## src/hw/cpu_params.svh

```systemverilog
`ifndef CPU_PARAMS_SVH
`define CPU_PARAMS_SVH

`define CPU_DATA_W      32
`define CPU_PC_W        11  // word address, instructions and data
`define CPU_REG_CNT     16
`define CPU_QUEUE_DEPTH 4

// instruction word layout
`define CPU_OP_MSB   31
`define CPU_OP_LSB   28
`define CPU_COND_MSB 27
`define CPU_COND_LSB 24
`define CPU_RD_MSB   23
`define CPU_RD_LSB   20
`define CPU_RN_MSB   19
`define CPU_RN_LSB   16
`define CPU_RM_MSB   15
`define CPU_RM_LSB   12
`define CPU_IMM_MSB  11
`define CPU_IMM_LSB  0

`endif

```

## src/hw/isa_pkg.sv

```systemverilog
`include "cpu_params.svh"

package isa_pkg;

    typedef logic [$clog2(`CPU_REG_CNT)-1:0] reg_idx_t;
    typedef logic [`CPU_IMM_MSB-`CPU_IMM_LSB:0] imm12_t;

    // top nibble of the instruction word
    // any encoding not listed runs as a no-op
    typedef enum logic [`CPU_OP_MSB-`CPU_OP_LSB:0] {
        OP_ADD  = 4'h0,
        OP_SUB  = 4'h1,
        OP_AND  = 4'h2,
        OP_ORR  = 4'h3,
        OP_MOV  = 4'h4,  // rd = imm12
        OP_LDR  = 4'h5,  // rd = mem[rn + imm12]
        OP_STR  = 4'h6,  // mem[rn + imm12] = rd
        OP_B    = 4'h7,  // absolute target in imm12
        OP_HALT = 4'hf
    } opcode_e;

    typedef enum logic [`CPU_COND_MSB-`CPU_COND_LSB:0] {
        CC_EQ = 4'h0,
        CC_NE = 4'h1,
        CC_AL = 4'he
    } cond_e;

    typedef enum logic [1:0] {
        ALU_ADD = 2'd0,
        ALU_SUB = 2'd1,
        ALU_AND = 2'd2,
        ALU_ORR = 2'd3
    } alu_op_e;

endpackage : isa_pkg

```

## src/hw/core_pkg.sv

```systemverilog
`include "cpu_params.svh"

package core_pkg;

    typedef logic [`CPU_DATA_W-1:0] word_t;
    typedef logic [`CPU_PC_W-1:0]   addr_t;

    // execute side of the core
    typedef enum logic [1:0] {
        S_WAIT, // waiting on the instruction queue
        S_EXEC,
        S_MEM,  // data bus cycle open until ack
        S_HALT
    } ctrl_state_e;

endpackage : core_pkg

```

## src/hw/fetch_unit.sv

```systemverilog
`timescale 1ns/1ps

module fetch_unit import core_pkg::*; (
    input  logic  clk,
    input  logic  rst,
    input  addr_t start_pc,
    input  logic  redirect,
    input  addr_t redirect_pc,
    input  logic  queue_space,
    output logic  reserve,      // a live fetch is in flight
    output logic  ibus_cyc,
    output logic  ibus_stb,
    output addr_t ibus_adr,
    input  word_t ibus_dat_rd,
    input  logic  ibus_ack,
    output logic  push,
    output word_t push_data
);

    typedef enum logic {F_IDLE, F_BUSY} fetch_state_e;

    fetch_state_e state_q;
    addr_t        fetch_pc;
    logic         stale_q;      // outstanding cycle belongs to an old stream
    logic         start;

    // no new request in a redirect cycle, the pc is about to change
    assign start = (state_q == F_IDLE) && queue_space && !redirect;

    always_ff @(posedge clk) begin
        if (rst) begin
            state_q  <= F_IDLE;
            fetch_pc <= start_pc;
            ibus_adr <= start_pc;
            stale_q  <= 1'b0;
        end else begin
            if (start) begin
                state_q  <= F_BUSY;
                ibus_adr <= fetch_pc;   // held until ack
                fetch_pc <= fetch_pc + 1'b1;
            end else if (state_q == F_BUSY && ibus_ack) begin
                state_q <= F_IDLE;      // bus drops for at least one cycle
            end

            if (redirect)
                fetch_pc <= redirect_pc;

            if (state_q == F_BUSY && ibus_ack)
                stale_q <= 1'b0;
            else if (state_q == F_BUSY && redirect)
                stale_q <= 1'b1;
        end
    end

    assign ibus_cyc  = (state_q == F_BUSY);
    assign ibus_stb  = (state_q == F_BUSY);
    assign reserve   = (state_q == F_BUSY) && !stale_q;
    // word from a flushed stream never reaches the queue
    assign push      = (state_q == F_BUSY) && ibus_ack && !stale_q && !redirect;
    assign push_data = ibus_dat_rd;

    // the slave acks only a live request
    a_ack_in_cycle : assert property (@(posedge clk) disable iff (rst)
        ibus_ack |-> ibus_cyc && ibus_stb)
        else $error("ibus ack outside a bus cycle");

    a_adr_stable : assert property (@(posedge clk) disable iff (rst)
        ibus_stb && !ibus_ack |=> $stable(ibus_adr))
        else $error("ibus address changed before ack");

endmodule : fetch_unit

```

## src/hw/instr_queue.sv

```systemverilog
`timescale 1ns/1ps
`include "cpu_params.svh"

module instr_queue import core_pkg::*; #(
    parameter int DEPTH = `CPU_QUEUE_DEPTH
) (
    input  logic  clk,
    input  logic  rst,
    input  logic  flush,
    input  logic  push,
    input  word_t push_data,
    input  logic  reserve,      // fetch has a word on the way
    output logic  space,
    input  logic  pop,
    output logic  valid,
    output word_t head
);

    localparam int PTR_W = (DEPTH > 1) ? $clog2(DEPTH) : 1;
    localparam int CNT_W = $clog2(DEPTH + 1);

    word_t            mem [DEPTH];
    logic [PTR_W-1:0] wr_ptr;
    logic [PTR_W-1:0] rd_ptr;
    logic [CNT_W-1:0] count;

    always_ff @(posedge clk) begin
        if (rst || flush) begin
            wr_ptr <= '0;
            rd_ptr <= '0;
            count  <= '0;
        end else begin
            if (push)
                wr_ptr <= (wr_ptr == PTR_W'(DEPTH - 1)) ? '0 : wr_ptr + 1'b1;
            if (pop)
                rd_ptr <= (rd_ptr == PTR_W'(DEPTH - 1)) ? '0 : rd_ptr + 1'b1;
            if (push && !pop)
                count <= count + 1'b1;
            else if (pop && !push)
                count <= count - 1'b1;
        end
    end

    always_ff @(posedge clk) begin
        if (push)
            mem[wr_ptr] <= push_data;
    end

    // in-flight word counts as taken
    assign space = reserve ? (count < CNT_W'(DEPTH - 1)) : (count < CNT_W'(DEPTH));
    assign valid = (count != '0);
    assign head  = mem[rd_ptr];

    a_no_overrun : assert property (@(posedge clk) disable iff (rst)
        push |-> count < CNT_W'(DEPTH))
        else $error("push into full instruction queue");

    a_no_underrun : assert property (@(posedge clk) disable iff (rst)
        pop |-> count != '0)
        else $error("pop from empty instruction queue");

endmodule : instr_queue

```

## src/hw/controller.sv

```systemverilog
`timescale 1ns/1ps
`include "cpu_params.svh"

module controller import core_pkg::*; import isa_pkg::*; (
    input  logic     clk,
    input  logic     rst,
    input  addr_t    start_pc,
    input  logic     q_valid,
    input  word_t    q_data,
    output logic     pop,
    input  word_t    status,
    output logic     redirect,
    output addr_t    redirect_pc,
    output addr_t    pc,
    output reg_idx_t rd,
    output reg_idx_t rn,
    output reg_idx_t rm,
    output imm12_t   imm12,
    output alu_op_e  alu_op,
    output logic     sel_imm,
    output logic     reg_w_en,
    output logic     sel_load,
    output logic     flag_en,
    output logic     dbus_cyc,
    output logic     dbus_stb,
    output logic     dbus_we,
    input  logic     dbus_ack,
    output logic     halted
);

    ctrl_state_e state_q, state_d;
    addr_t       seq_pc;    // address of the next word out of the queue
    opcode_e     op_q;
    cond_e       cond_q;
    reg_idx_t    rd_q, rn_q, rm_q;
    imm12_t      imm12_q;
    logic        cond_pass;

    // fields stay put for the whole instruction
    always_ff @(posedge clk) begin
        if (pop) begin
            op_q    <= opcode_e'(q_data[`CPU_OP_MSB:`CPU_OP_LSB]);
            cond_q  <= cond_e'(q_data[`CPU_COND_MSB:`CPU_COND_LSB]);
            rd_q    <= q_data[`CPU_RD_MSB:`CPU_RD_LSB];
            rn_q    <= q_data[`CPU_RN_MSB:`CPU_RN_LSB];
            rm_q    <= q_data[`CPU_RM_MSB:`CPU_RM_LSB];
            imm12_q <= q_data[`CPU_IMM_MSB:`CPU_IMM_LSB];
        end
    end

    always_ff @(posedge clk) begin
        if (rst) begin
            state_q <= S_WAIT;
            seq_pc  <= start_pc;
            pc      <= start_pc;
        end else begin
            state_q <= state_d;
            if (pop) begin
                pc     <= seq_pc;
                seq_pc <= seq_pc + 1'b1;
            end else if (redirect) begin
                seq_pc <= redirect_pc;
            end
        end
    end

    // Z is status bit 30
    always_comb begin
        case (cond_q)
            CC_EQ:   cond_pass = status[`CPU_DATA_W-2];
            CC_NE:   cond_pass = !status[`CPU_DATA_W-2];
            CC_AL:   cond_pass = 1'b1;
            default: cond_pass = 1'b0;
        endcase
    end

    always_comb begin
        state_d  = state_q;
        pop      = 1'b0;
        redirect = 1'b0;
        alu_op   = ALU_ADD;
        sel_imm  = 1'b0;
        reg_w_en = 1'b0;
        sel_load = 1'b0;
        flag_en  = 1'b0;
        dbus_cyc = 1'b0;
        dbus_stb = 1'b0;
        dbus_we  = 1'b0;
        case (state_q)
            S_WAIT: begin
                if (q_valid) begin
                    pop     = 1'b1;
                    state_d = S_EXEC;
                end
            end
            S_EXEC: begin
                state_d = S_WAIT;
                case (op_q)
                    OP_ADD, OP_SUB, OP_AND, OP_ORR, OP_MOV: begin
                        reg_w_en = 1'b1;
                        flag_en  = 1'b1;
                        sel_imm  = (op_q == OP_MOV);
                        alu_op   = (op_q == OP_SUB) ? ALU_SUB :
                                   (op_q == OP_AND) ? ALU_AND :
                                   (op_q == OP_ADD) ? ALU_ADD : ALU_ORR;
                    end
                    OP_LDR, OP_STR: state_d = S_MEM;
                    OP_B:           redirect = cond_pass;
                    OP_HALT:        state_d = S_HALT;
                    default:        state_d = S_WAIT;  // no-op
                endcase
            end
            S_MEM: begin
                dbus_cyc = 1'b1;
                dbus_stb = 1'b1;
                dbus_we  = (op_q == OP_STR);
                if (dbus_ack) begin
                    reg_w_en = (op_q == OP_LDR);    // load data lands on ack
                    sel_load = 1'b1;
                    state_d  = S_WAIT;
                end
            end
            default: state_d = S_HALT;  // S_HALT, left only by reset
        endcase
    end

    // MOV reads r15 as operand A, which the datapath treats as zero
    assign rn          = (op_q == OP_MOV) ? reg_idx_t'(`CPU_REG_CNT - 1) : rn_q;
    assign rd          = rd_q;
    assign rm          = rm_q;
    assign imm12       = imm12_q;
    assign redirect_pc = imm12_q[`CPU_PC_W-1:0];
    assign halted      = (state_q == S_HALT);

    a_halt_sticky : assert property (@(posedge clk) disable iff (rst)
        state_q == S_HALT |=> state_q == S_HALT)
        else $error("controller left halt without reset");

endmodule : controller

```

## src/hw/datapath.sv

```systemverilog
`timescale 1ns/1ps
`include "cpu_params.svh"

module datapath import core_pkg::*; import isa_pkg::*; (
    input  logic     clk,
    input  logic     rst,
    input  reg_idx_t rd,
    input  reg_idx_t rn,
    input  reg_idx_t rm,
    input  imm12_t   imm12,
    input  alu_op_e  alu_op,
    input  logic     sel_imm,
    input  logic     reg_w_en,
    input  logic     sel_load,
    input  logic     flag_en,
    input  word_t    dbus_dat_rd,
    output addr_t    dbus_adr,
    output word_t    dbus_dat_wr,
    output word_t    status,
    input  reg_idx_t reg_addr,
    output word_t    reg_output
);

    localparam int MSB = `CPU_DATA_W - 1;

    word_t                regs [`CPU_REG_CNT];
    word_t                op_a, op_b, alu_y, wb_data, mem_sum;
    logic [`CPU_DATA_W:0] add_full, sub_full;   // carry out in the top bit
    logic [3:0]           nzcv_q;
    logic                 c_nxt, v_nxt;

    // r15 is a zero source on operand A only, writes to it still land
    assign op_a = (rn == reg_idx_t'(`CPU_REG_CNT - 1)) ? '0 : regs[rn];
    assign op_b = sel_imm ? word_t'(imm12) : regs[rm];

    assign add_full = {1'b0, op_a} + {1'b0, op_b};
    assign sub_full = {1'b0, op_a} + {1'b0, ~op_b} + 1'b1;

    always_comb begin
        c_nxt = nzcv_q[1];  // logic ops keep C and V
        v_nxt = nzcv_q[0];
        case (alu_op)
            ALU_ADD: begin
                alu_y = add_full[MSB:0];
                c_nxt = add_full[`CPU_DATA_W];
                v_nxt = (op_a[MSB] == op_b[MSB]) && (alu_y[MSB] != op_a[MSB]);
            end
            ALU_SUB: begin
                alu_y = sub_full[MSB:0];
                c_nxt = sub_full[`CPU_DATA_W];     // set when no borrow
                v_nxt = (op_a[MSB] != op_b[MSB]) && (alu_y[MSB] != op_a[MSB]);
            end
            ALU_AND: alu_y = op_a & op_b;
            default: alu_y = op_a | op_b;
        endcase
    end

    assign wb_data = sel_load ? dbus_dat_rd : alu_y;

    always_ff @(posedge clk) begin
        if (rst) begin
            for (int i = 0; i < `CPU_REG_CNT; i++)
                regs[i] <= '0;
        end else if (reg_w_en) begin
            regs[rd] <= wb_data;
        end
    end

    always_ff @(posedge clk) begin
        if (rst)
            nzcv_q <= '0;
        else if (flag_en)
            nzcv_q <= {alu_y[MSB], (alu_y == '0), c_nxt, v_nxt};
    end

    // own adder so the bus address does not depend on alu_op
    assign mem_sum     = op_a + word_t'(imm12);
    assign dbus_adr    = mem_sum[`CPU_PC_W-1:0];
    assign dbus_dat_wr = regs[rd];

    assign status     = {nzcv_q, {(`CPU_DATA_W - 4){1'b0}}};
    assign reg_output = regs[reg_addr];  // debug read

endmodule : datapath

```

## src/hw/cpu.sv

```systemverilog
`timescale 1ns/1ps

module cpu import core_pkg::*; import isa_pkg::*; (
    input  logic     clk,
    input  logic     rst,
    input  addr_t    start_pc,
    output logic     ibus_cyc,
    output logic     ibus_stb,
    output addr_t    ibus_adr,
    input  word_t    ibus_dat_rd,
    input  logic     ibus_ack,
    output logic     dbus_cyc,
    output logic     dbus_stb,
    output logic     dbus_we,
    output addr_t    dbus_adr,
    output word_t    dbus_dat_wr,
    input  word_t    dbus_dat_rd,
    input  logic     dbus_ack,
    output addr_t    pc,
    output word_t    status,
    output logic     halted,
    input  reg_idx_t reg_addr,
    output word_t    reg_output
);

    // fetch to queue
    logic  push, reserve, space;
    word_t push_data;
    // queue to controller
    logic  q_valid, pop;
    word_t q_data;
    logic  redirect;
    addr_t redirect_pc;
    // controller to datapath
    reg_idx_t rd, rn, rm;
    imm12_t   imm12;
    alu_op_e  alu_op;
    logic     sel_imm, reg_w_en, sel_load, flag_en;

    fetch_unit fetch_unit (
        .clk(clk), .rst(rst), .start_pc(start_pc),
        .redirect(redirect), .redirect_pc(redirect_pc),
        .queue_space(space), .reserve(reserve),
        .ibus_cyc(ibus_cyc), .ibus_stb(ibus_stb), .ibus_adr(ibus_adr),
        .ibus_dat_rd(ibus_dat_rd), .ibus_ack(ibus_ack),
        .push(push), .push_data(push_data)
    );

    instr_queue instr_queue (
        .clk(clk), .rst(rst), .flush(redirect),
        .push(push), .push_data(push_data), .reserve(reserve), .space(space),
        .pop(pop), .valid(q_valid), .head(q_data)
    );

    controller controller (
        .clk(clk), .rst(rst), .start_pc(start_pc),
        .q_valid(q_valid), .q_data(q_data), .pop(pop), .status(status),
        .redirect(redirect), .redirect_pc(redirect_pc), .pc(pc),
        .rd(rd), .rn(rn), .rm(rm), .imm12(imm12), .alu_op(alu_op),
        .sel_imm(sel_imm), .reg_w_en(reg_w_en), .sel_load(sel_load), .flag_en(flag_en),
        .dbus_cyc(dbus_cyc), .dbus_stb(dbus_stb), .dbus_we(dbus_we),
        .dbus_ack(dbus_ack), .halted(halted)
    );

    datapath datapath (
        .clk(clk), .rst(rst),
        .rd(rd), .rn(rn), .rm(rm), .imm12(imm12), .alu_op(alu_op),
        .sel_imm(sel_imm), .reg_w_en(reg_w_en), .sel_load(sel_load), .flag_en(flag_en),
        .dbus_dat_rd(dbus_dat_rd), .dbus_adr(dbus_adr), .dbus_dat_wr(dbus_dat_wr),
        .status(status), .reg_addr(reg_addr), .reg_output(reg_output)
    );

endmodule : cpu

```

## config.mk

```make
export PLATFORM = sky130hd
export DESIGN_NAME = cpu
export DESIGN_NICKNAME = d
export VERILOG_FILES = /design/src/hw/isa_pkg.sv /design/src/hw/core_pkg.sv /design/src/hw/fetch_unit.sv /design/src/hw/instr_queue.sv /design/src/hw/controller.sv /design/src/hw/datapath.sv /design/src/hw/cpu.sv
export VERILOG_INCLUDE_DIRS = /design/src /design/src/hw
export SDC_FILE = /design/constraint.sdc
export NUM_CORES = 2
export LEC_CHECK = 0
export BUFFER_PORTS_ARGS = -buffer_cell sky130_fd_sc_hd__buf_2
export CORE_MARGIN = 1.5
export CORE_UTILIZATION = 63
export DETAILED_ROUTE_END_ITERATION = 6
export HOLD_SLACK_MARGIN = 0.05
export PLACE_DENSITY = 0.8
export SYNTH_ARGS = -nofsm -noshare
export SYNTH_HDL_FRONTEND = slang
export SYNTH_SLANG_ARGS = --single-unit
```

## constraint.sdc

```tcl
create_clock -name clk -period 9.05 [get_ports clk]
set_input_delay 0.905 -clock clk [delete_from_list [all_inputs] [get_ports clk]]
set_output_delay 0.905 -clock clk [all_outputs]
set_load 0.03 [all_outputs]
```

==> flow_summary.yaml <==
run_status:
  status: "finished with violations"
  violations: "capacitance limit"
job:
  maxCapViolCount: 1
routing:
  drt_iter0_drc: 7072
  ant_nets: 0
  first_pass_iters: 7
  wl_per_cell_um: 33.0
  viasPerCell: 7.55
  wl_mm: 173
  drcViolationCount: 0
  vias: 39609
setup_path:
  crit_start: "controller.op_q[2]$_DFFE_PP_"
  crit_path_max_fanout: 117
  criticalPathCategory: "reg -> reg"
  r2r_start: "controller.op_q[2]$_DFFE_PP_"
  start_kind: "flip-flop"
  required_ns: 9.64
  worstSetupEndpoint: "datapath.nzcv_q[2]$_SDFFE_PP0P_"
  endpoint_kind: "flip-flop"
  critPathArrivalTime_ns: 8.37
  rrSetupSlack_ns: 1.26
  r2r_cells: 25
  r2r-end: "datapath.nzcv_q[2]$_SDFFE_PP0P_"
global_route:
  grt_pass1_wl_mm: 251
  antenna_found_initial: 5
  grt_usage_pct: 44.0
  overflow: 0
  grt_pass1_vias: 38703
  grt_max_degree: 133
synthesis:
  synth.top_cell.area_share_pct: 44.0
  yosys.area.top_type: "edfxtp_1"
  avgSynthCellArea_sq_um: 11.8
  ys_types: 90
  ys_seq_area_share_pct: 44.6
  synthArstFlopShare_pct: 0
  ys_ff_latch: 731
  syn_inst: 4125
  netlist_top_cells_area: "edfxtp_1, mux4_2, nor2_1"
  synth_area_sq_um: 48900
  synth_edf_count: 716
  ys.flop_type: "edfxtp_1"
  synth_warnings: 0
cts:
  tritoncts: "done"
  clkTransAtPathRegs_ns: 0.06
  numCtsBuffers: 78
  cts_resized: 0
  clkSinkCount: 731
  hold_buffers: 0
  insertion_delay_ns: 0.67
  cts_root_buf: "clkbuf_16"
  max-clock-path-buffers: 3
  cts-htree-levels: 3
  cts_setup_buffers: 0
sta:
  fin_ws_ns: 1.26
  report.final.slew_viol_count: 0
  period_minus_slack_ns: 7.79
  setup_viol: 0
  slew_headroom_pct: 0.573
  fin_crit_sh_pct: 86.0
  skew_ns: 0.0348
  max_freq_mhz: 128
  fin_tns_setup_ns: 0
  hold_viol: 0
  tightest_slew_ns: 1.48
  grt_setup_unrepaired: "no"
floorplan:
  die-area_sq_um: 79200
  die_w_um: 281
  start_util_pct: 64.0
  die_h_um: 281
  core-area_sq_um: 76300
  ioPinCount: 218
  row_count: 101
placement:
  pre_cts_ws_ns: 1.61
  gp_congestion: 0.961
  dpl.hpwl_mm: 105
  io_buffers: 189
cells_and_area:
  drive_above_1_share_pct: 25.7
  syn_to_final_growth_pct: 8.96
  layout_commonest_cell: "edfxtp_1"
  mostFrequentLayoutCells: "edfxtp_1, nor2_1, mux4_2, nand2_1, o21ai_0"
  nNetsFinal: 4362
min_path:
  hold_class: "in -> reg"
[synth_stat cells, types with 6 or more instances]
library cell and instances:
edfxtp_1 716, nor2_1 658, mux4_2 492, nand2_1 406, clkbuf_1 269, o21ai_0 189
a21oi_1 173, inv_1 140, ha_1 120, mux2_2 104, nand3_1 96, mux2i_1 69
a31oi_1 61, buf_1 59, nor3_1 57, xnor2_1 56, or3_1 40, buf_4 33
o211ai_1 26, a21o_1 23, a221oi_1 21, nand2b_1 21, dfxtp_1 15, o21ai_1 15
o31ai_1 15, buf_2 14, nor2b_1 14, o221ai_1 14, and2_1 12, nand4_1 12
o22ai_1 12, a211oi_1 10, a32oi_1 9, xor2_1 9, o21bai_1 8, or4_1 8
o21a_1 7, a22oi_1 6, and3_1 6, nor3b_1 6, nor4_1 6, o31a_1 6
[layer usage]
layer	wire, um	vias up	part of all wire [%]	GRT usage [%]
li1	-	15690	-	-
met1	53000	18755	31	53.9
met2	73700	4026	43	63.4
met3	28700	1122	17	16.0
met4	17400	16	10	34.2
met5	265	-	0.15	2.32
[state kept, by name, indices dropped and copies added (netlist names)]
name                 flops
controller.rd            4
instr_queue.mem        128
fetch_unit.ibus_cyc      1
instr_queue.count        3
fetch_unit.fetch_pc     11
controller.rn_q          4
instr_queue.wr_ptr       2
controller.pc           11
controller.seq_pc       11
controller.op_q          4
instr_queue.rd_ptr       2
datapath.nzcv_q          4
fetch_unit.ibus_adr     11
controller.state_q       2
controller.imm12        12
fetch_unit.stale_q       1
datapath.regs          512
controller.rm            4
controller.cond_q        4
[logic make-up (layout without fill, tap and decap cells)]
group                      after synthesis  after routing  synth area share, %
muxes                                  665            665                 26.5
adders and majority gates              124            124                 3.24
and+or+nand+nor                       1366           1366                 11.8
DFF                                    731            731                 44.6
AOI/OAI and AO/OA                      647            647                 8.22
other                                    1             29              0.00768
xor gates and xnor gates                65             65                 1.17
buffers and inverters                  526            589                 4.47
[cell type report]
type                       instances  area [sq um]
sequential                       731         21800
tap                             1030          1290
antenna                            1          2.50
inverter                         142           533
clock inverter                    39           432
clock buffer                     101          2090
fill                            5354         23100
multi-input combinational       2895         25200
timing repair buffer             307          1920
[worst min-delay path by stage]
stage / from / to / slack, ns / cells past startpoint
floorplan: fetch_unit.stale_q$_SDFFE_PP0P_ / fetch_unit.stale_q$_SDFFE_PP0P_ / 0.49 / 2
global placement: datapath.nzcv_q[0]$_SDFFE_PP0P_ / datapath.nzcv_q[0]$_SDFFE_PP0P_ / 0.49 / 2
detailed placement: datapath.nzcv_q[1]$_SDFFE_PP0P_ / datapath.nzcv_q[1]$_SDFFE_PP0P_ / 0.49 / 2
CTS: ibus_dat_rd[21] / instr_queue.mem[1][21]$_DFFE_PP_ / 0.44 / 1
global route: ibus_dat_rd[21] / instr_queue.mem[1][21]$_DFFE_PP_ / 0.45 / 1
finish: ibus_dat_rd[21] / instr_queue.mem[0][21]$_DFFE_PP_ / 0.46 / 1
[through the flow]
stage          hold slack (ns)  cells  area [sq um]  utilization (%)
6_report                 0.458   5246         53200             69.7
5_1_grt                  0.455   5245         53200             69.7
4_1_cts                  0.442   5245         53200             69.7
3_5_place_dp             0.493   5105         50700             66.4
3_3_place_gp             0.487   5105         50700             66.4
2_1_floorplan            0.490   4152         49000                -
[critical path, stage by stage (launching register included)]
cell and delay [ns]:
edfxtp_1 0.66, nand2b_1 0.20, or3_1 0.43, buf_4 0.28
nand2b_4 0.13, buf_12 0.45, nand2_1 0.11, a31oi_1 0.20
nor3_1 0.07, or3_1 0.52, inv_1 0.13, ha_1 0.21
inv_1 0.09, fa_1 0.49, nand2b_1 0.20, a211o_1 0.31
a211oi_2 0.40, o21ai_1 0.27, o41ai_1 0.58, nand4_1 0.20
mux2i_1 0.15, a211oi_1 0.40, o21bai_1 0.15, or4_1 0.39
or4_1 0.44, o21ai_1 0.13
Power is not shown: default switching activity piles up to over one toggle a cycle in this logic, so the estimate is an artifact.
